File: config.mk
export PLATFORM = sky130hd
export DESIGN_NAME = app_pio
export DESIGN_NICKNAME = d
export VERILOG_FILES = /design/src/source/app_pkg.sv /design/src/source/app_pio.sv
export SDC_FILE = /design/constraint.sdc
export NUM_CORES = 1
export LEC_CHECK = 0
export BUFFER_PORTS_ARGS = -buffer_cell sky130_fd_sc_hd__buf_2
export CAP_MARGIN = 10
export CORE_MARGIN = 1.5
export CORE_UTILIZATION = 45
export CTS_BUF_LIST = sky130_fd_sc_hd__clkbuf_8
export CTS_CLUSTER_DIAMETER = 200
export DETAILED_ROUTE_END_ITERATION = 8
export PLACE_DENSITY = 0.78
export SLEW_MARGIN = 20
export SYNTH_ARGS = -nofsm -noshare
export SYNTH_HDL_FRONTEND = slang
export SYNTH_SLANG_ARGS = --single-unit
File: constraint.sdc
create_clock -name CLK_IN -period 1.8 [get_ports CLK_IN]
set_input_delay 0.36 -clock CLK_IN [delete_from_list [all_inputs] [get_ports CLK_IN]]
set_output_delay 0.36 -clock CLK_IN [all_outputs]
set_load 0.1 [all_outputs]
File: src/source/app_pkg.sv
// Shared definitions for the application core
// Word, address and strobe typedefs
// Host and local-bus address map
// Timer and version constants, PIO and timer register offsets

package app_pkg;

    // Bus vectors
    typedef logic [31:0] word_t;
    typedef logic [31:0] host_adr_t;
    typedef logic [3:0]  strb_t;
    typedef logic [21:0] lb_adr_t;
    typedef logic [15:0] reg_adr_t;
    typedef logic [9:0]  ram_adr_t;

    // Target index, local-bus address bits 21:16
    typedef logic [5:0]  lb_port_t;

    // Address map
    localparam int       LB_SEL_BIT  = 31;
    localparam lb_port_t LB_PORT_PIO = 6'd0;
    localparam lb_port_t LB_PORT_TMR = 6'd1;
    localparam lb_port_t LB_PORT_EXT = 6'd2;

    // Timing and version
    localparam int SYS_FREQ      = 50_000_000;
    localparam int TMR_BEAT      = SYS_FREQ / 1_000_000;
    localparam int TMR_PRE_WIDTH = $clog2(TMR_BEAT);
    localparam int HW_VER_MAJOR  = 1;
    localparam int HW_VER_MINOR  = 2;

    // PIO registers
    localparam reg_adr_t PIO_REG_VER = 16'd0;
    localparam reg_adr_t PIO_REG_OUT = 16'd1;
    localparam reg_adr_t PIO_REG_SET = 16'd2;
    localparam reg_adr_t PIO_REG_CLR = 16'd3;
    localparam reg_adr_t PIO_REG_IN  = 16'd4;

    // Timer registers
    localparam reg_adr_t TMR_REG_CTL = 16'd0;
    localparam reg_adr_t TMR_REG_CNT = 16'd1;
    localparam reg_adr_t TMR_REG_CMP = 16'd2;
    localparam reg_adr_t TMR_REG_STA = 16'd3;

endpackage

File: src/source/app_pio.sv
// PIO register block
// Version word, output register with set and clear, input sampling
// One-cycle registered reads

`timescale 1ns/1ns

module app_pio
    import app_pkg::*;
(
    input  logic     CLK_IN,
    input  logic     reset,
    input  reg_adr_t adr,
    input  logic     wr,
    input  logic     rd,
    input  word_t    din,
    output word_t    dout,
    output logic     vld,
    input  word_t    pio_in,
    output word_t    pio_out
);

    word_t out_reg;

    // Output register, direct write or bitwise set and clear
    always_ff @(posedge CLK_IN)
    begin
        if (reset)
            out_reg <= '0;
        else if (wr)
        begin
            case (adr)
                PIO_REG_OUT : out_reg <= din;
                PIO_REG_SET : out_reg <= out_reg | din;
                PIO_REG_CLR : out_reg <= out_reg & ~din;
                default     : out_reg <= out_reg;
            endcase
        end
    end

    assign pio_out = out_reg;

    // Read data, input pins captured in the read cycle
    always_ff @(posedge CLK_IN)
    begin
        if (rd)
        begin
            case (adr)
                PIO_REG_VER : dout <= {16'(HW_VER_MAJOR), 16'(HW_VER_MINOR)};
                PIO_REG_OUT : dout <= out_reg;
                PIO_REG_IN  : dout <= pio_in;
                default     : dout <= '0;
            endcase
        end
    end

    always_ff @(posedge CLK_IN)
    begin
        if (reset)
            vld <= 1'b0;
        else
            vld <= rd;
    end

endmodule

* Word-level counts from Yosys, hierarchy flattened
Cells that the tools add are included.
** Storage, ports and cells
- Register bits after elaboration :: 65
- Bits of input ports :: 84
- Output and inout bits :: 65
- Word-level logic and storage cells :: 15
** Cells by class
- Eq/ne operators :: 4
- Muxes and demuxes :: 2
- Bitwise logic cells :: 3
- Reduce and logical (&&, ||, !) cells :: 3
** Operator list (count)
- one-hot mux 32 bit (3 select lines) :: 2
- bitwise AND 32 bit :: 1
- equality test 16 x 2 -> 1 bit (second input constant) :: 2
- NOT 32 bit :: 1
- OR 32 bit :: 1
- equality test 16 x 1 -> 1 bit (second input constant) :: 1
- equality test 16 x 3 -> 1 bit (second input constant) :: 1
- logical NOT 16 bit :: 1
- nonzero test 3 bit :: 1
- AND reduction 2 bit :: 1

* Logic depth before layout (Yosys ltp)
- Depth after elaboration :: 3
- Depth in mapped cells :: 6
- Gate-level depth less buffers :: 4

* Worst setup path before layout
No wires, ideal clock.
- Kind :: input to register
- From :: in adr[5]
- To :: reg dout[11] (data pin)
- Setup time :: 0.134 ns
- Arrival time :: 1.449 ns
- Data required time :: 1.666 ns
- Setup slack :: 0.217 ns
- Stages :: 5
- Buffers on the path :: 1
- Cells stage by stage :: nor4_4 > nand4_2 > nor4_4 > buf_6 > a22o_2
** Between the ends
- Longest elaborated chain between the ends :: 2
- Elaborated cells on any way between the ends :: 4
- Those cells by class :: 2 x eq/ne; 1 x mux; 1 x reduce/logical
** RTL lines
- start, declared :: line app_pio.sv:12 : input reg_adr_t adr,
- equality test 16 x 3 -> 1 bit (tied with other cells) :: line app_pio.sv:47 : case (adr)
- one-hot mux 32 bit (3 select lines) (*) :: line app_pio.sv:47
- end signal, assigned :: line app_pio.sv:48 : PIO_REG_VER : dout <= {16'(HW_VER_MAJOR), 16'(HW_VER_MINOR)};
- end signal, assigned :: line app_pio.sv:49 : PIO_REG_OUT : dout <= out_reg;
- end signal, assigned :: line app_pio.sv:50 : PIO_REG_IN : dout <= pio_in;
- end, declared :: line app_pio.sv:16 : output word_t dout,
Every way passes the cells marked *; elsewhere a longest branch is shown, timed or not.
A chain may end at the register's enable or synchronous reset.

* Final worst setup path
- From :: reg out_reg[14] (netlist: pio_out[14])
- To :: out pio_out[14]
** RTL lines
- start, declared :: line app_pio.sv:22 : word_t out_reg;
- start signal, assigned :: line app_pio.sv:32 : PIO_REG_OUT : out_reg <= din;
- start signal, assigned :: line app_pio.sv:33 : PIO_REG_SET : out_reg <= out_reg | din;
- start signal, assigned :: line app_pio.sv:34 : PIO_REG_CLR : out_reg <= out_reg & ~din;
- end, declared :: line app_pio.sv:19 : output word_t pio_out
No word-level cell between the ends.

==> metrics.cfg <==
[sta]
fin_skew_ps = 7.60
fin_crit_sh_pct = 86.1
setup_violations = 0
finalMaxSlewViolations = 0
worst_pin_slew_ps = 689
fin_ws_ps = 250
finalWorstPathRequiredPeriod_ps = 1550
rsz0062_at_grt = no
totalNegativeSetupSlack_ps = 0
finalHoldViolCount = 0
timing.slew.headroom_pct = 54.1
hold_ws_ps = 311
fmax_ghz = 0.645

[route]
firstDrtPassIters = 5
drc_errors = 0
antenna_left = 0
drt-initial-drc-count = 180
viasPerCell = 6.17
avgRoutedWirePerCell_um = 17.6
drt-total-wl_mm = 9.75
vias = 3416

[worst_setup_path]
crit_required_ps = 1440
rr_startpoint = pio_out[16]
slowest_stage = buf_2
path_cells = buf_2
r2r_setup_slack_ps = 880
cp_max_fo = 4
reg2regPathDepth = 2
max_stage_delay_ps = 460
cp_num_buf_inv = 1
cp-start-kind = flop
critPathKind = reg -> out
reg2reg_to = dout[16]
end_kind = output pin
arrival_ps = 1190
path_delay_family = buffers and inverters

[power_and_ir_drop]
p_total_mw = 3.20
leakage_nw = 1.68
p_per_area_nw_per_um2 = 740
peakVddDrop_uv = 343

[yosys]
ys_warn_count = 0
synth_top_area_cell = edfxtp_1
synth.most_common_cell = o21ai_0
netlist.area_leader.share_pct = 28.5
syn_avg_cell_area_um2 = 10.8
synth-edff-count = 32
synth_flop_cell = dfxtp_1
synth.top_cells.by_count = 34 x o21ai_0, 33 x dfxtp_1, 33 x nand4_1, 33 x nor2b_1
syn_nets = 396
synth.area.top_cells = edfxtp_1 28%, dfxtp_1 20%, a32oi_1 8.3%
async_flop_share_pct = 0
synth_area_um2 = 3380
synth_seq_cells = 65
ys_seq_area_share_pct = 48.0
synthDistinctLibCells = 23
synthCells = 312

[layout]
area_growth_pct = 28.1
final_area_um2 = 4320
regArea_um2 = 1620
multi_input_area_um2 = 1500
layout-drive-gt1-share_pct = 43.5
fin_util_pct = 59.6
fin_cells = 554
fillCellCount = 640
fin_nets = 534
antenna_cells = 0

[die]
die_x_um = 89.6
io_pins = 149
die_y_um = 89.6
fp-row-count = 31
die-area_um2 = 8030
coreArea_um2 = 7250
start_util_pct = 46.5

[clock_network]
cts_buffer_depth = 2
cts-resized-gates = 0
hold_buffers = 0
cts.sinks = 65
clock_latency_ps = 330
clock_tree.root_cell = clkbuf_8
cts_max_level = 3
path_clk_slew_ps = 70
cts_made_buffers = 9
cts_post_setup_buffers_inserted = 0
tritoncts = done

[place]
pre_cts_ws_ps = -60.1
dp.cells = 538
gp_congestion = 0.820
dpl-instance-area_um2 = 4170
place_hpwl_mm = 6.50
io_buffers = 148

[hold_path]
hold_depth = 2
hp-class = in -> reg
hold_end = dout[31]
hp-start = pio_in[31]

[run]
drv_cap = 0

[global_routing]
grt_max_degree = 49
track_usage_pct = 23.7
grt.overflow.total = 0
grt_pass1_wl_mm = 14.5
grt_antenna_before_repair = 0
grt_pass1_vias = 3022

[run_status]
status = finished, final reports clean

[cell usage in the layout, fill, tap and decap left out, drive strengths merged, types with 3 or more instances in the layout]
cell	n
clkbuf	9
a22o	30
dfxtp	33
edfxtp	32
a32oi	32
inv	6
buf	164
clkinv	3
nor2b	33
a31oi	32
nor4	4
nand4	34
o21ai	34
[per-layer routing]
layer | up-vias | GRT usage, % | routed length, um
met1 | 1643 | 28.7 | 3890
met2 | 198 | 40.8 | 4840
met4 | 0 | 10.1 | 181
met3 | 20 | 5.03 | 830
li1 | 1555 | - | -
met5 | - | 0 | 0
[sequential cells by signal, indices dropped and copies added (netlist names)]
name and cells:
pio_out 32, vld 1, dout 32
[layout make-up]
class | instances | share of cell area (%)
Clock buffer | 9 | 2.87
Timing Repair Buffer | 164 | 21.1
Tap cell | 99 | 2.87
Sequential cell | 65 | 37.5
Clock inverter | 7 | 0.724
Inverter | 2 | 0.174
Multi-Input combinational cell | 208 | 34.8
[where the power goes]
group / leakage, nW / internal [mW] / switching, mW
clock: 0.0945 / 0.476 / 0.532
sequential: 0.570 / 1.58 / 0.0113
combinational: 1.02 / 0.135 / 0.462
total: 1.68 / 2.20 / 1.01
[kinds of logic after synthesis]
logic type | count (synthesis) | share of synthesized area, %
AO/OA/AOI/OAI | 130 | 28.0
buffers and inverters | 39 | 7.52
flip-flops | 65 | 48.0
AND/OR/NAND/NOR | 78 | 16.5
[worst max path at each step]
stage | start | endpoint | slack, ps | cells past startpoint
2_1_floorplan | adr[5] | dout[11] | 220 | 5
3_3_place_gp | adr[5] | dout[24] | 30 | 6
3_5_place_dp | adr[5] | dout[2] | -60 | 6
4_1_cts | pio_out[14] | pio_out[14] | 240 | 1
5_1_grt | adr[5] | dout[21] | 200 | 6
6_report | pio_out[14] | pio_out[14] | 250 | 1
(Power assumes the default switching activity.)
