$ cat config.mk
export PLATFORM = sky130hd
export DESIGN_NAME = app_lb_mux
export DESIGN_NICKNAME = d
export VERILOG_FILES = /design/src/source/app_pkg.sv /design/src/source/app_lb_mux.sv
export SDC_FILE = /design/constraint.sdc
export NUM_CORES = 1
export LEC_CHECK = 0
export BUFFER_PORTS_ARGS = -buffer_cell sky130_fd_sc_hd__buf_2
export CORE_AREA = 3 3 129 131
export DETAILED_ROUTE_END_ITERATION = 6
export DIE_AREA = 0 0 132 134
export PLACE_DENSITY = 0.49
export SETUP_SLACK_MARGIN = 0.15
export SLEW_MARGIN = 20
export SYNTH_ARGS = -nofsm -noshare
export SYNTH_HDL_FRONTEND = slang
export SYNTH_SLANG_ARGS = --single-unit
$ cat constraint.sdc
create_clock -name CLK_IN -period 2.4 [get_ports CLK_IN]
set_input_delay 0.48 -clock CLK_IN [delete_from_list [all_inputs] [get_ports CLK_IN]]
set_output_delay 0.48 -clock CLK_IN [all_outputs]
set_load 0.02 [all_outputs]
$ cat src/source/app_pkg.sv
// Shared definitions for the application core
// Word, address and strobe typedefs
// Host and local-bus address map
// Timer and version constants, PIO and timer register offsets

package app_pkg;

    // Bus vectors
    typedef logic [31:0] word_t;
    typedef logic [31:0] host_adr_t;
    typedef logic [3:0]  strb_t;
    typedef logic [21:0] lb_adr_t;
    typedef logic [15:0] reg_adr_t;
    typedef logic [9:0]  ram_adr_t;

    // Target index, local-bus address bits 21:16
    typedef logic [5:0]  lb_port_t;

    // Address map
    localparam int       LB_SEL_BIT  = 31;
    localparam lb_port_t LB_PORT_PIO = 6'd0;
    localparam lb_port_t LB_PORT_TMR = 6'd1;
    localparam lb_port_t LB_PORT_EXT = 6'd2;

    // Timing and version
    localparam int SYS_FREQ      = 50_000_000;
    localparam int TMR_BEAT      = SYS_FREQ / 1_000_000;
    localparam int TMR_PRE_WIDTH = $clog2(TMR_BEAT);
    localparam int HW_VER_MAJOR  = 1;
    localparam int HW_VER_MINOR  = 2;

    // PIO registers
    localparam reg_adr_t PIO_REG_VER = 16'd0;
    localparam reg_adr_t PIO_REG_OUT = 16'd1;
    localparam reg_adr_t PIO_REG_SET = 16'd2;
    localparam reg_adr_t PIO_REG_CLR = 16'd3;
    localparam reg_adr_t PIO_REG_IN  = 16'd4;

    // Timer registers
    localparam reg_adr_t TMR_REG_CTL = 16'd0;
    localparam reg_adr_t TMR_REG_CNT = 16'd1;
    localparam reg_adr_t TMR_REG_CMP = 16'd2;
    localparam reg_adr_t TMR_REG_STA = 16'd3;

endpackage

$ cat src/source/app_lb_mux.sv
// Local-bus multiplexer
// Target decode on address bits 21:16, strobes routed to PIO, timer or external port
// Read data return and zero response for unmapped targets

`timescale 1ns/1ns

module app_lb_mux
    import app_pkg::*;
(
    input  logic     CLK_IN,
    input  logic     reset,
    // Upstream
    input  lb_adr_t  up_adr,
    input  logic     up_wr,
    input  logic     up_rd,
    input  word_t    up_din,
    output word_t    up_dout,
    output logic     up_vld,
    // PIO target
    output reg_adr_t pio_adr,
    output logic     pio_wr,
    output logic     pio_rd,
    output word_t    pio_din,
    input  word_t    pio_dout,
    input  logic     pio_vld,
    // Timer target
    output reg_adr_t tmr_adr,
    output logic     tmr_wr,
    output logic     tmr_rd,
    output word_t    tmr_din,
    input  word_t    tmr_dout,
    input  logic     tmr_vld,
    // External target
    output reg_adr_t ext_adr,
    output logic     ext_wr,
    output logic     ext_rd,
    output word_t    ext_din,
    input  word_t    ext_dout,
    input  logic     ext_vld
);

    lb_port_t port_idx;
    logic     sel_pio;
    logic     sel_tmr;
    logic     sel_ext;
    logic     unmapped_vld;

    // Target index above the 16-bit register address
    assign port_idx = up_adr[$bits(reg_adr_t) +: $bits(lb_port_t)];
    assign sel_pio  = (port_idx == LB_PORT_PIO);
    assign sel_tmr  = (port_idx == LB_PORT_TMR);
    assign sel_ext  = (port_idx == LB_PORT_EXT);

    // Address and data fan out to all, strobes go to the selected one only
    assign pio_adr = up_adr[0 +: $bits(reg_adr_t)];
    assign tmr_adr = up_adr[0 +: $bits(reg_adr_t)];
    assign ext_adr = up_adr[0 +: $bits(reg_adr_t)];
    assign pio_din = up_din;
    assign tmr_din = up_din;
    assign ext_din = up_din;

    assign pio_wr = up_wr && sel_pio;
    assign pio_rd = up_rd && sel_pio;
    assign tmr_wr = up_wr && sel_tmr;
    assign tmr_rd = up_rd && sel_tmr;
    assign ext_wr = up_wr && sel_ext;
    assign ext_rd = up_rd && sel_ext;

    // Reads to no target still complete a cycle later
    always_ff @(posedge CLK_IN)
    begin
        if (reset)
            unmapped_vld <= 1'b0;
        else
            unmapped_vld <= up_rd && !(sel_pio || sel_tmr || sel_ext);
    end

    // Return path, unmapped falls through to zero
    always_comb
    begin
        if (pio_vld)
            up_dout = pio_dout;
        else if (tmr_vld)
            up_dout = tmr_dout;
        else if (ext_vld)
            up_dout = ext_dout;
        else
            up_dout = '0;
    end

    assign up_vld = pio_vld || tmr_vld || ext_vld || unmapped_vld;

endmodule

Word level (Yosys, flattened, before mapping). Index checks and enable logic that the tools add are counted.

$lt $le $gt $ge: 0. Bitwise logic cells: 0. $add $sub $neg: 0. Reductions and logical operators: 14. Divide/modulo/power cells: 0. Eq/ne operators: 2. Multiply operators: 0. Muxes and demuxes: 3. Shift-type cells: 0.

Operator list (count): 32-bit 2-to-1 mux (3); 1-bit logical AND (7); 6-bit by 1-bit equality test with 1-bit output, second input constant (1); 6-bit by 2-bit equality test with 1-bit output, second input constant (1); 6-bit zero test (1); 1-bit logical OR (5); 1-bit zero test (1).

Bits in latches: 0. Output and inout bits: 183. Memories: 0. Flip-flop bits (word level): 1. Bits in read-only memories: 0. Bits in writable memories: 0. Input bits: 157. Logic and storage cells: 20.

Depth between registers and ports, before layout.
Word-level depth: 5. Mapped depth: 4. Mapped depth without buffers: 2.

Worst setup path before layout. OpenSTA, ideal clock, no wires.

Kind: input-to-output. From: input up_adr[19]. To: output ext_rd. Buffers on the path: 1. Cell stages on the path: 3. Arrival time: 1.628 ns. Setup slack: 0.292 ns. Data required time: 1.920 ns. Cell sequence: or4_4 -> buf_6 -> nor3_1.

Longest elaborated chain between the ends: 2.

Ends and longest elaborated chain: start: declaration (RTL line app_lb_mux.sv:13) `input lb_adr_t up_adr,`; 6-bit by 2-bit equality test with 1-bit output (RTL line app_lb_mux.sv:52) `assign sel_ext = (port_idx == LB_PORT_EXT);`; 1-bit logical AND (RTL line app_lb_mux.sv:67) `assign ext_rd = up_rd && sel_ext;`; end: declaration (RTL line app_lb_mux.sv:36) `output logic ext_rd,`.

No other way between the ends.

Final worst setup path.
From: input up_adr[19]. To: output tmr_rd.

Longest elaborated chain between the ends: 2.

Ends and longest elaborated chain: 6-bit by 1-bit equality test with 1-bit output (RTL line app_lb_mux.sv:51) `assign sel_tmr = (port_idx == LB_PORT_TMR);`; 1-bit logical AND (RTL line app_lb_mux.sv:65) `assign tmr_rd = up_rd && sel_tmr;`; end: declaration (RTL line app_lb_mux.sv:29) `output logic tmr_rd,`.

No other way between the ends.

==> impl_metrics.env <==
export IMPL_clk_pin_slew_ps=0
export IMPL_grt_max_degree=66
export IMPL_diodes=0
export IMPL_ys_ff_latch=1
export IMPL_final_cell_mix="buf_2, a21oi_1, nand3b_1, nor2b_1, nor3_1"
export IMPL_status="completed"
export IMPL_worst_pin_slew_ps=702.5
export IMPL_hpwl_mm=5.911
export IMPL_fin_crit_sh_pct=88.31
export IMPL_path_max_fanout=7
export IMPL_synth_top_area_share_pct=53.04
export IMPL_fp_dieW_um=132
export IMPL_drt_pre_antenna_iters=4
export IMPL_final_cells=510
export IMPL_ctsHoldBuffers=0
export IMPL_design_area_um2=1919
export IMPL_final_common_cell="buf_2"
export IMPL_final_util_pct=12.22
export IMPL_wl_per_cell_um=13.74
export IMPL_dieArea_um2=17690
export IMPL_track_usage_pct=6.803
export IMPL_cp_end_kind="primary output"
export IMPL_leakagePower_nw=0.8639
export IMPL_antenna_found_initial=0
export IMPL_slew_viol_final=0
export IMPL_holdWs_ps=738.0
export IMPL_drt_vias_per_instance=3.445
export IMPL_cp_arrival_ps=1640
export IMPL_relSlewSlack_pct=53.16
export IMPL_start_kind="primary input"
export IMPL_synth_cells=308
export IMPL_synthTopCellsByArea="buf_4, a21oi_1, nand3b_1, nor2b_1, clkbuf_1"
export IMPL_numPortBuffers=147
export IMPL_grt_pass1_vias=1682
export IMPL_syn_area_per_cell_um2=6.618
export IMPL_power_density_nw_per_um2=186.8
export IMPL_routed_top_layer="met4"
export IMPL_largest_reg_flops=1
export IMPL_min_path_type="primary input to flip-flop"
export IMPL_crit_required_ps=1920
export IMPL_wl_met2_mm=2.871
export IMPL_core_um2=15710
export IMPL_yosysWarnings=0
export IMPL_syn_nets=465
export IMPL_maxCapViolations=0
export IMPL_postCtsSetupBuffers=0
export IMPL_synth_edf_count=0
export IMPL_syn_to_final_growth_pct=-5.832
export IMPL_wl_met3_mm=1.451
export IMPL_antenna_left=0
export IMPL_synth_flop_cell="dfxtp_1"
export IMPL_totalWireLength_mm=7.008
export IMPL_finalWorstSetupSlack_ps=280.5
export IMPL_route_detailed_drc=0
export IMPL_syn_cell_area_um2=2038
export IMPL_place_ws_ps=191.4
export IMPL_power_total_uw=358.6
export IMPL_setup_viol=0
export IMPL_seq_area_frac_synth_pct=0.9822
export IMPL_die_h_um=134
export IMPL_rows=46
export IMPL_tns_ps=0
export IMPL_async_reset_ff_share_pct=0
export IMPL_grt_overflow_total=0
export IMPL_postPlaceCellArea_um2=1919
export IMPL_reg_top3="unmapped_vld (1)"
export IMPL_wl_met1_mm=2.318
export IMPL_largest_register="unmapped_vld"
export IMPL_cts_resized=0
export IMPL_synth_cell_types=16
export IMPL_vias=1757
export IMPL_layout_drive_gt1_share_pct=51.02
export IMPL_place_inst=510
export IMPL_peakVddDrop_v=0.00007329
export IMPL_gp_congestion=0.6404
export IMPL_drt_initial_drc_count=53
export IMPL_fmax_mhz=471.8
export IMPL_rsz0062_at_grt="no"
export IMPL_layout_nets=453
export IMPL_ios=340
export IMPL_initial_core_util_pct=12.97
export IMPL_worst_setup_path_type="primary input to primary output"
export IMPL_hold_violations=0
export IMPL_grt_pass1_wl_mm=9.956
export IMPL_timing_final_crit_period_ps=2120
export IMPL_yosysTopAreaCell="buf_4"
==> Yosys cell counts (2+ instances only) <==
master and instances:
a21oi_1 64, buf_2 4, buf_4 144, clkbuf_1 14, inv_1 2, nand2_1 2
nand2b_1 2, nand3b_1 32, nor2b_1 32, nor3_1 6
==> worst max-delay path: stages <==
cell and delay, ps:
buf_2 110, or4_4 570, nor3_1 260, buf_2 210
==> cell type report <==
cell class	count	area [um2]
multi-input combinational	142	845.8
sequential	1	20.02
timing repair buffer	149	775.7
inverter	2	7.507
fill	1871	13790
tap	216	270.3
==> layer usage <==
metal | vias to the layer above | global-route usage, %
li1 | 839 | -
met1 | 699 | 6.919
met2 | 178 | 10.21
met3 | 41 | 5.326
met4 | 0 | 3.267
met5 | - | 0
==> final timing paths <==
check	from	endpoint	slack (ps)	cells after the start
min	reset	unmapped_vld	740	3
max	up_adr[19]	tmr_rd	280	4
==> report_power, final <==
part / internal, mW / total [mW] / leakage (nW) / switching, mW
Sequential: 0.0179 / 0.0186 / 0.00833 / 0.000671
Clock: 0 / 0 / 0 / 0
Combinational: 0.155 / 0.340 / 0.856 / 0.185
Total: 0.173 / 0.359 / 0.864 / 0.186
==> cells by family (layout without fill, tap and decap cells) <==
group	count (synthesis)	count (layout)	share of synthesized area, %
simple gates	77	77	25.29
flops	1	1	0.9822
buf+inv	165	151	57.52
compound gates	65	65	16.21
No activity file was read; power rests on OpenSTA's default activity.
