## src/source/app_pkg.sv

```systemverilog
// Shared definitions for the application core
// Word, address and strobe typedefs
// Host and local-bus address map
// Timer and version constants, PIO and timer register offsets

package app_pkg;

    // Bus vectors
    typedef logic [31:0] word_t;
    typedef logic [31:0] host_adr_t;
    typedef logic [3:0]  strb_t;
    typedef logic [21:0] lb_adr_t;
    typedef logic [15:0] reg_adr_t;
    typedef logic [9:0]  ram_adr_t;

    // Target index, local-bus address bits 21:16
    typedef logic [5:0]  lb_port_t;

    // Address map
    localparam int       LB_SEL_BIT  = 31;
    localparam lb_port_t LB_PORT_PIO = 6'd0;
    localparam lb_port_t LB_PORT_TMR = 6'd1;
    localparam lb_port_t LB_PORT_EXT = 6'd2;

    // Timing and version
    localparam int SYS_FREQ      = 50_000_000;
    localparam int TMR_BEAT      = SYS_FREQ / 1_000_000;
    localparam int TMR_PRE_WIDTH = $clog2(TMR_BEAT);
    localparam int HW_VER_MAJOR  = 1;
    localparam int HW_VER_MINOR  = 2;

    // PIO registers
    localparam reg_adr_t PIO_REG_VER = 16'd0;
    localparam reg_adr_t PIO_REG_OUT = 16'd1;
    localparam reg_adr_t PIO_REG_SET = 16'd2;
    localparam reg_adr_t PIO_REG_CLR = 16'd3;
    localparam reg_adr_t PIO_REG_IN  = 16'd4;

    // Timer registers
    localparam reg_adr_t TMR_REG_CTL = 16'd0;
    localparam reg_adr_t TMR_REG_CNT = 16'd1;
    localparam reg_adr_t TMR_REG_CMP = 16'd2;
    localparam reg_adr_t TMR_REG_STA = 16'd3;

endpackage

```

## src/source/app_timer.sv

```systemverilog
// Microsecond timer
// Prescaler of TMR_BEAT clocks, run control, count and compare
// Sticky compare interrupt, one-cycle registered reads

`timescale 1ns/1ns

module app_timer
    import app_pkg::*;
(
    input  logic     CLK_IN,
    input  logic     reset,
    input  reg_adr_t adr,
    input  logic     wr,
    input  logic     rd,
    input  word_t    din,
    output word_t    dout,
    output logic     vld,
    output logic     irq
);

    logic                     run;
    logic [TMR_PRE_WIDTH-1:0] pre;
    logic                     tick;
    word_t                    cnt;
    word_t                    cmp;
    logic                     sta;

    // One tick per microsecond while running
    assign tick = run && (pre == TMR_PRE_WIDTH'(TMR_BEAT - 1));

    always_ff @(posedge CLK_IN)
    begin
        if (reset)
        begin
            run <= 1'b0;
            pre <= '0;
            cnt <= '0;
            cmp <= '0;
            sta <= 1'b0;
        end
        else
        begin
            // Prescaler
            if (tick || !run)
                pre <= '0;
            else
                pre <= pre + 1'b1;

            // Count, match checked only on a tick so reset state stays quiet
            if (tick)
                cnt <= cnt + 1'b1;

            // Control write restarts count and prescaler
            if (wr && adr == TMR_REG_CTL)
            begin
                run <= din[0];
                pre <= '0;
                cnt <= '0;
            end
            if (wr && adr == TMR_REG_CNT)
                cnt <= din;
            if (wr && adr == TMR_REG_CMP)
                cmp <= din;

            // Write one to clear, a match in the same cycle wins
            if (wr && adr == TMR_REG_STA && din[0])
                sta <= 1'b0;
            if (tick && (cnt + 1'b1) == cmp)
                sta <= 1'b1;
        end
    end

    assign irq = sta;

    // Register read back
    always_ff @(posedge CLK_IN)
    begin
        if (rd)
        begin
            case (adr)
                TMR_REG_CTL : dout <= {31'd0, run};
                TMR_REG_CNT : dout <= cnt;
                TMR_REG_CMP : dout <= cmp;
                TMR_REG_STA : dout <= {31'd0, sta};
                default     : dout <= '0;
            endcase
        end
    end

    always_ff @(posedge CLK_IN)
    begin
        if (reset)
            vld <= 1'b0;
        else
            vld <= rd;
    end

endmodule

```

## config.mk

```make
export PLATFORM = sky130hd
export DESIGN_NAME = app_timer
export DESIGN_NICKNAME = d
export VERILOG_FILES = /design/src/source/app_pkg.sv /design/src/source/app_timer.sv
export SDC_FILE = /design/constraint.sdc
export NUM_CORES = 1
export LEC_CHECK = 0
export BUFFER_PORTS_ARGS = -buffer_cell sky130_fd_sc_hd__buf_2
export CAP_MARGIN = 20
export CORE_MARGIN = 1
export CORE_UTILIZATION = 35
export DETAILED_ROUTE_END_ITERATION = 6
export PLACE_DENSITY = 0.62
export SYNTH_ARGS = -nofsm -noshare
export SYNTH_HDL_FRONTEND = slang
export SYNTH_SLANG_ARGS = --single-unit
```

## constraint.sdc

```tcl
create_clock -name CLK_IN -period 2.5 [get_ports CLK_IN]
set_clock_uncertainty 0.2 [all_clocks]
set_input_delay 0.625 -clock CLK_IN [delete_from_list [all_inputs] [get_ports CLK_IN]]
set_output_delay 0.625 -clock CLK_IN [all_outputs]
set_load 0.01 [all_outputs]
```

After elaboration in Yosys (flattened, before gate mapping)
Cells that the tools add are included.

Divide/modulo/power cells: 0. $lt $le $gt $ge: 0. Bitwise operators: 0. Multiply operators: 0. Mux-type cells: 6. Equal/unequal tests: 5. Shifts and indexed selects: 0. Reductions and logical operators: 13. $add $sub $neg: 2.

Operators with widths (number): 32-bit case mux with 4 select lines (1); 32-bit two-way mux (3); 32-bit by 1-bit adder with 32-bit output (second input constant) (1); 16-bit by 2-bit == test with 1-bit output (second input constant) (2); 32-bit == test (1); 16-bit by 1-bit == test with 1-bit output (second input constant) (1); 16-bit logical NOT (1); 1-bit logical AND (7); 6-bit by 1-bit adder with 6-bit output (second input constant) (1); 6-bit == test (second input constant) (1); 3-bit nonzero test (1); 3-bit OR reduction (1); 1-bit two-way mux (2); 2-bit nonzero test (1); 1-bit logical NOT (1); 1-bit logical OR (1).

Bits in latches: 0. Flip-flop bits (word level): 105. Memories kept: 0. Memory bits (read-only): 0. Word-level logic and storage cells: 33. Bits of input ports: 52. Memory bits (writable): 0. Output and inout port bits: 34.

Longest topological paths before layout
Gate-level depths: netlist of the first run.

Depth in word-level cells: 5. Gate-level depth with buffers: 10. Depth with buffers taken out: 9.

Worst setup path after synthesis of the first run
Ideal clock, no wire load.

Path kind: flip-flop to flip-flop. From: register cnt[2]. To: register sta, in the netlist irq. Data arrival time: 2.327 ns. Buffers on the path: 1. Clock period less this slack: 2.586 ns. Stages on the path, launching flop included: 9. Setup time: 0.059 ns. Required time: 2.241 ns. Slack: -0.086 ns. Cell sequence: dfxtp_1 > buf_2 > nand4_1 > nor4_1 > nand2_1 > xnor2_1 > or4b_1 > nor4_1 > a31o_1.

Word-level cells in the longest chain between the ends: 4. Elaborated cells on any way between the ends: 5. Those cells by class: add/sub: 1; eq/ne: 1; mux: 1; reduce/logical: 2.

RTL lines: start, declared (line app_timer.sv:24) `word_t cnt;`; start signal, assigned (line app_timer.sv:51) `cnt <= cnt + 1'b1;`; start signal, assigned (line app_timer.sv:61) `cnt <= din;`; 32-bit by 1-bit adder with 32-bit output (*) (line app_timer.sv:68) `if (tick && (cnt + 1'b1) == cmp)`; 32-bit == test (*) (line app_timer.sv:68); 1-bit logical AND (*) (line app_timer.sv:68); 1-bit two-way mux / 2-bit nonzero test (equally long branches); end signal, assigned (line app_timer.sv:39) `sta <= 1'b0;`; end signal, assigned (line app_timer.sv:67) `sta <= 1'b0;`; end signal, assigned (line app_timer.sv:69) `sta <= 1'b1;`; end, declared (line app_timer.sv:26) `logic sta;`.

Every way passes the cells marked *; elsewhere a longest branch is shown, timed or not. A chain may end at the register's enable or synchronous reset.

Worst setup path in the final report of the first run
From: register cnt[6]. To: register sta, in the netlist irq.

Same word-level chain as after synthesis.

==> reports/results.tsv, run 1 <==
stage	metric	value	unit
global_route	vias in the first global route	5320	
synthesis	Synth Register Bits	105	
run_status	status	complete, no violations	
die	die area	16900	um2
min_path	worst hold endpoint	pre[0]	
worst_setup_path	r2r worst-path depth	8	
die	Initial Util	0.361	
timing	Slew headroom	0.497	
clocking	Hold-fix buffers, CTS	0	
timing	f_max	416	MHz
power	Pwr Density	454	nW/um2
worst_setup_path	dominant delay contributor by cell family on the critical path	simple AND/OR/NAND/NOR gates	
global_route	initial antenna violation count	0	
cells_and_area	n_diodes	0	
cells_and_area	Final Instance Area	7540	um2
synthesis	Synth Cell Area	5750	um2
synthesis	cells after synthesis	692	
worst_setup_path	crit path max fanout	6	
route	Routed Antenna Nets	0	
die	Die Span X	130	um
global_route	first-pass GRT wire length	28200	um
global_route	Total GRT Usage	0.220	
timing	Worst-Margin Slew	0.754	ns
cells_and_area	Final nets	904	
synthesis	Yosys top cell area share	0.254	
timing	PnR worst setup slack	0.0959	ns
clocking	CTS Buf Count	9	
die	Die Ht	130	um
clocking	setup repair bufs after CTS	0	
worst_setup_path	reg-to-reg critical path startpoint	cnt[6]	
die	# IOs	86	
placed_design	DP Worst Slack	-0.115	ns
min_path	HP Start	pre[0]	
worst_setup_path	crit start category	flip-flop	
worst_setup_path	crit path DAT	2.46	ns
cells_and_area	final core occ	0.473	
flow_run	max cap viols	0	
power	Lkg Pwr	2.89	nW
worst_setup_path	Levels on crit path	8	
synthesis	register area share after synthesis	0.421	
clocking	CTS tree	yes	
synthesis	asr flop ratio synth	0	
power	worst vdd rail ir drop	0.283	mV
clocking	Clock Path Buffers	2	
clocking	root buf cell	clkbuf_16	
clocking	clock-pin slew on the worst setup and hold paths	0.07	ns
route	Avg WL per Cell	16.5	um
power	Overall Power	0.00342	W
min_path	Hold Path Class	reg2reg	
worst_setup_path	CP bufs+invs	1	
cells_and_area	Area Overhead vs Synth	31.1	%
synthesis	post-synth net total	747	
route	Vias per Instance	5.25	
worst_setup_path	CP cell instances	nand3_4, or4_4, buf_4, nor2_1, a221o_1, a2111oi_2, and4_1, a31o_1	
timing	pins over their slew limit	0	
synthesis	most instantiated library cell after synthesis	nand2_1	
worst_setup_path	Crit. End Element	flip-flop	
route	Iter 0 DRT Violations	409	
die	cell row count	46	
synthesis	Avg Cell Area, Syn	8.31	um2
cells_and_area	Fillers	1552	
synthesis	Main synth FF type	dfxtp_1	
synthesis	YS warnings	0	
worst_setup_path	critical path class	reg2reg	
route	DR pass1 iterations	6	
worst_setup_path	max incr delay on CP	0.60	ns
timing	crit share post-route	0.962	
synthesis	post-synth top area cell	dfxtp_1	
synthesis	largest cells by area after synthesis	dfxtp_1, edfxtp_1, a21oi_1, nand2_1, xnor2_1	
synthesis	top post-synthesis cells by count	nand2_1, a21oi_1, dfxtp_1	
route	DRC violations left	0	
clocking	htree depth	3	
timing	total negative slack	0	ns
global_route	grt ovf	0	
global_route	largest net degree at the start of global routing	68	
timing	Final Hold Fails	0	
worst_setup_path	Worst EP required	2.56	ns
timing	fin crit period	2.40	ns
worst_setup_path	end of the worst register-to-register path	irq	
cells_and_area	layout cell share with drive strength beyond 1	0.294	
synthesis	Synth cell types	61	
placed_design	Port-buffer cells	85	
route	via count	5612	
min_path	Hold Path Stages	1	
clocking	Clk Latency, worst-skew pair	0.36	ns
die	core area	15900	um2
timing	Setup Viol. Count Final	0	
synthesis	Post-synth EDFFs	32	
worst_setup_path	Worst R2R Setup Slack	0.1	ns
placed_design	detailed placement HPWL	13000	um
route	total wire length	17700	um
placed_design	Final GP Congestion	0.900	
clocking	clock sink count	105	
worst_setup_path	Max stage delay cell, worst path	or4_4	
placed_design	Area after DPL	7160	um2
-- layout make-up --
type | instances | area (um2) | area share
Timing Repair Buffer | 206 | 1380 | 0.182
Tap cell | 216 | 270 | 0.0358
Clock inverter | 3 | 66.3 | 0.00880
Sequential cell | 105 | 2430 | 0.322
Clock buffer | 12 | 236 | 0.0314
Inverter | 5 | 18.8 | 0.00249
Multi-Input combinational cell | 522 | 3140 | 0.417
-- state kept, by name, summed over array words and instances (netlist names) --
register	cells
run	1
cmp	32
dout	32
irq	1
vld	1
pre	6
cnt	32
-- repair_timing --
action	CTS	global route
pin swaps	0	1
gates resized for setup	3	19
endpoints found under the setup margin	1	13
hold endpoints to repair	0	0
-- cell families (layout without fill, tap and decap cells) --
kind of cell,count (synthesis),count (layout),share of synthesized area
flops,105,105,0.421
xor+xnor,52,52,0.0792
simple gates,285,285,0.239
buf+inv,65,226,0.0472
fa+ha+maj,3,3,0.00653
mux,4,4,0.00914
compound gates,178,178,0.198
-- how the worst max path moves through the flow --
stage / from / endpoint / slack, ns
floorplan: adr[5] / cnt[23] / 0.02
global placement: adr[12] / cnt[10] / -0.08
detailed placement: adr[12] / cmp[26] / -0.11
CTS: cnt[0] / irq / 0.01
global route: cnt[3] / irq / -0.0008
finish: cnt[6] / irq / 0.1
-- cells in the final DEF, fill, tap and decap left out, types with 13 or more instances in the layout --
cell type / netlist / layout
buf_2: 13 / 85
a22o_1: 32 / 32
nand2_1: 108 / 108
nor3_1: 27 / 26
edfxtp_1: 32 / 32
a21oi_1: 86 / 84
nand3_1: 17 / 17
nand4_1: 17 / 17
xor2_1: 17 / 17
o21ai_0: 14 / 14
dfxtp_1: 73 / 67
nor2_1: 64 / 61
xnor2_1: 35 / 35
a31oi_1: 13 / 13
buf_4: 1 / 117
-- where the power goes --
part / switching (W) / internal, W
logic: 0.0000810 / 0.0000499
clock network: 0.000643 / 0.000875
registers: 0.00000395 / 0.00177
total: 0.000728 / 0.00269
-- through the flow --
step,hold WS [ns],instances
after floorplan,0.234,692
after global placement,0.250,1054
after detailed placement,0.259,1054
after CTS,0.275,1069
after global routing,0.295,1069
final,0.269,1069
-- per-layer routing --
metal / routed length [um] / global-route usage / up-vias
met5: 0 / 0 / -
met4: 362 / 0.0725 / 0
met3: 983 / 0.0443 / 26
met2: 7830 / 0.340 / 150
met1: 8490 / 0.306 / 2635
li1: - / - / 2801
Note: power is estimated with default switching activity, not from simulation.
==> inputs of run 2 (changes only) <==
--- a/config.mk
+++ b/config.mk
@@ -5,12 +5,13 @@
 export SDC_FILE = /design/constraint.sdc
 export NUM_CORES = 1
 export LEC_CHECK = 0
+export ABC_AREA = 1
 export BUFFER_PORTS_ARGS = -buffer_cell sky130_fd_sc_hd__buf_2
 export CAP_MARGIN = 20
 export CORE_MARGIN = 1
-export CORE_UTILIZATION = 35
+export CORE_UTILIZATION = 52
 export DETAILED_ROUTE_END_ITERATION = 6
-export PLACE_DENSITY = 0.62
+export PLACE_DENSITY = 0.83
 export SYNTH_ARGS = -nofsm -noshare
 export SYNTH_HDL_FRONTEND = slang
 export SYNTH_SLANG_ARGS = --single-unit
==> constraint.sdc (replaced) <==
create_clock -name CLK_IN -period 2.5 [get_ports CLK_IN]
set_clock_uncertainty 0.2 [all_clocks]
set_input_delay 0.625 -clock CLK_IN [delete_from_list [all_inputs] [get_ports CLK_IN]]
set_output_delay 0.625 -clock CLK_IN [all_outputs]
set_load 0.05 [all_outputs]
==> run 2 against run 1 <==
Core utilization rose by 17 points. Sequential share of layout area is 2.0 points higher. Hold slack better by 0.012 ns. Wire length down 6.7%. Final area fell by 5.7%. Critical endpoint unchanged.
==> reports/results.tsv, run 2 <==
stage	metric	value	unit	change
power	Lkg Pwr	2.97	nW	+2.9%
synthesis	post-synth net total	914		+22%
worst_setup_path	Worst R2R Setup Slack	0.15	ns	+0.05 ns
cells_and_area	Final Instance Area	7110	um2	-5.7%
cells_and_area	Area Overhead vs Synth	19.8	%	
clocking	clock-pin slew on the worst setup and hold paths	0.07	ns	about the same
worst_setup_path	reg-to-reg critical path startpoint	cnt[11]		
timing	Slew headroom	0.352		-0.145
run_status	status	complete, no violations		
cells_and_area	n_diodes	0		unchanged
die	Die Span X	109	um	-16%
worst_setup_path	crit start category	flip-flop		
synthesis	Synth Register Bits	105		unchanged
power	worst vdd rail ir drop	0.440	mV	+55%
clocking	htree depth	3		unchanged
cells_and_area	final core occ	0.647		+0.174
worst_setup_path	Worst EP required	2.59	ns	+0.03 ns
die	Initial Util	0.540		+0.180
route	Iter 0 DRT Violations	451		+10%
min_path	HP Start	pre[0]		
clocking	Clk Latency, worst-skew pair	0.35	ns	about the same
worst_setup_path	crit path DAT	2.44	ns	-0.02 ns
synthesis	post-synth top area cell	dfxtp_1		
global_route	first-pass GRT wire length	26600	um	-5.7%
die	die area	11800	um2	-30%
synthesis	Post-synth EDFFs	32		unchanged
route	Avg WL per Cell	14.9	um	-9.9%
placed_design	Area after DPL	6720	um2	-6.1%
synthesis	Main synth FF type	dfxtp_1		
route	DR pass1 iterations	6		unchanged
timing	f_max	426	MHz	+2.3%
synthesis	Synth cell types	32		-48%
worst_setup_path	Crit. End Element	flip-flop		
cells_and_area	commonest non-fill, non-tap cell in the layout	nand2_1		
route	Routed Antenna Nets	0		unchanged
clocking	clock sink count	105		unchanged
cells_and_area	Final nets	1017		+13%
placed_design	Final GP Congestion	0.964		+7.1%
placed_design	detailed placement HPWL	11800	um	-9.8%
synthesis	most instantiated library cell after synthesis	nand2_1		
global_route	grt ovf	0		unchanged
die	core area	11000	um2	-31%
timing	Worst-Margin Slew	0.969	ns	+0.214 ns
clocking	CTS Buf Count	9		unchanged
synthesis	top post-synthesis cells by count	nand2_1, inv_1, a21oi_1		
clocking	CTS tree	yes		
worst_setup_path	r2r worst-path depth	13		+5
min_path	worst hold endpoint	pre[0]		
synthesis	asr flop ratio synth	0		unchanged
cells_and_area	most frequent cells in the layout	nand2_1, inv_1, a21oi_1		
worst_setup_path	Worst Setup SP	cnt[11]		
timing	crit share post-route	0.940		-0.0216
global_route	initial antenna violation count	0		unchanged
timing	Setup Viol. Count Final	0		unchanged
global_route	vias in the first global route	5602		+5.3%
min_path	Hold Path Class	reg2reg		
timing	pins over their slew limit	0		unchanged
synthesis	register area share after synthesis	0.408		-0.0131
route	total wire length	16500	um	-6.7%
clocking	Hold-fix buffers, CTS	0		unchanged
die	# IOs	86		unchanged
cells_and_area	layout cell share with drive strength beyond 1	0.183		-0.111
worst_setup_path	crit path max fanout	6		unchanged
synthesis	Yosys top cell area share	0.246		-0.00793
synthesis	cells after synthesis	859		+24%
timing	Final Hold Fails	0		unchanged
global_route	largest net degree at the start of global routing	65		-4.4%
placed_design	Port-buffer cells	85		unchanged
timing	fin crit period	2.35	ns	-0.0540 ns
die	Die Ht	109	um	-16%
synthesis	YS warnings	0		unchanged
flow_run	max cap viols	0		unchanged
synthesis	Avg Cell Area, Syn	6.91	um2	-17%
power	Pwr Density	484	nW/um2	+6.8%
clocking	Clock Path Buffers	2		unchanged
cells_and_area	top flop regs	cmp: 32 flops, cnt: 32 flops, dout: 32 flops		
die	cell row count	38		-17%
synthesis	Synth Cell Area	5940	um2	+3.2%
min_path	Hold Path Stages	1		unchanged
global_route	Total GRT Usage	0.291		+0.0710
clocking	root buf cell	clkbuf_16		
route	Vias per Instance	5.65		+7.6%
synthesis	largest cells by area after synthesis	dfxtp_1, edfxtp_1, nand2_1, a21oi_1, nand3_1		
route	via count	6254		+11%
worst_setup_path	end of the worst register-to-register path	irq		
worst_setup_path	critical path class	reg2reg		
route	DRC violations left	0		unchanged
run 2: cell count changes after synthesis, sizes merged, moves of 13 or more:
cell,previous run,this run
xnor2,35,2
nor2,64,96
o22ai,1,31
clkbuf,42,18
xor2,17,4
a31oi,13,0
o21ai,14,69
nand2,108,222
nor3,28,3
nand3,18,87
nand4,18,5
inv,5,103
a22o,33,0
run 2: logic make-up (layout without fill, tap and decap cells):
kind of cell,count (synthesis),in the layout,synth area share
and+or+nand+nor,416,416,0.306
AOI/OAI and AO/OA,196,196,0.176
buffers and inverters,131,239,0.0871
DFF,105,105,0.408
xor gates and xnor gates,8,8,0.0164
adders and majority gates,3,3,0.00632
run 2: cell type report:
| cell class | instances | area [um2] |
|---|---|---|
| Multi-Input combinational cell | 623 | 3060 |
| Tap cell | 140 | 175 |
| Fill cell | 944 | 3870 |
| Timing Repair Buffer | 120 | 751 |
| Clock inverter | 2 | 35.0 |
| Sequential cell | 105 | 2430 |
| Clock buffer | 14 | 274 |
| Inverter | 103 | 387 |
run 2: stage by stage:
stage | hold slack (ns) | setup slack (ns) | power (W) | instances | setup TNS, ns
floorplan | 0.234 | 0.281 | 0.00191 | 859 | 0
global placement | 0.254 | -0.0422 | 0.00201 | 1090 | -0.234
detailed placement | 0.276 | -0.131 | 0.00201 | 1090 | -1.40
CTS | 0.287 | 0.00262 | 0.00345 | 1106 | 0
global route | 0.313 | -0.0166 | 0.00352 | 1107 | -0.0166
finish | 0.281 | 0.150 | 0.00344 | 1107 | 0
run 2: metal layers:
layer / track usage / wire, um / vias up
met5: 0 / 0 / -
li1: - / - / 3058
met2: 0.472 / 7580 / 318
met4: 0.126 / 593 / 0
met3: 0.0574 / 1430 / 54
met1: 0.377 / 6890 / 2824
run 2: how the worst max path moves through the flow:
stage               cells after the start  slack, ns  endpoint
finish                                 13       0.15       irq
global route                           13      -0.02       irq
CTS                                    14      0.003       irq
floorplan                              14       0.28   cnt[10]
detailed placement                     12      -0.13   cnt[23]
global placement                       12      -0.04   cnt[25]
run 2: worst max-delay path, stage by stage, from the launching register on:
cell and delay [ns]:
dfxtp_1 0.42, nand2_1 0.17, nor2_1 0.20, nand2_1 0.16, nor2_4 0.17, buf_4 0.15, nand3_1 0.09, nand3_1 0.11
nand2_1 0.06, nor2_1 0.10, nand2_1 0.07, nor2_1 0.12, nand3_2 0.13, a21oi_2 0.13
run 2: power breakdown:
part / total, W / internal (W) / switching, W / leakage, nW
Clock: 0.00147 / 0.000859 / 0.000614 / 0.153
Sequential: 0.00177 / 0.00177 / 0.00000416 / 0.921
Combinational: 0.000199 / 0.0000584 / 0.000140 / 1.90
run 2: what timing repair did:
action | 4_1_cts | 5_1_grt
gates resized for setup | 0 | 22
buffers inserted | 0 | 1
endpoints found under the setup margin | 0 | 1
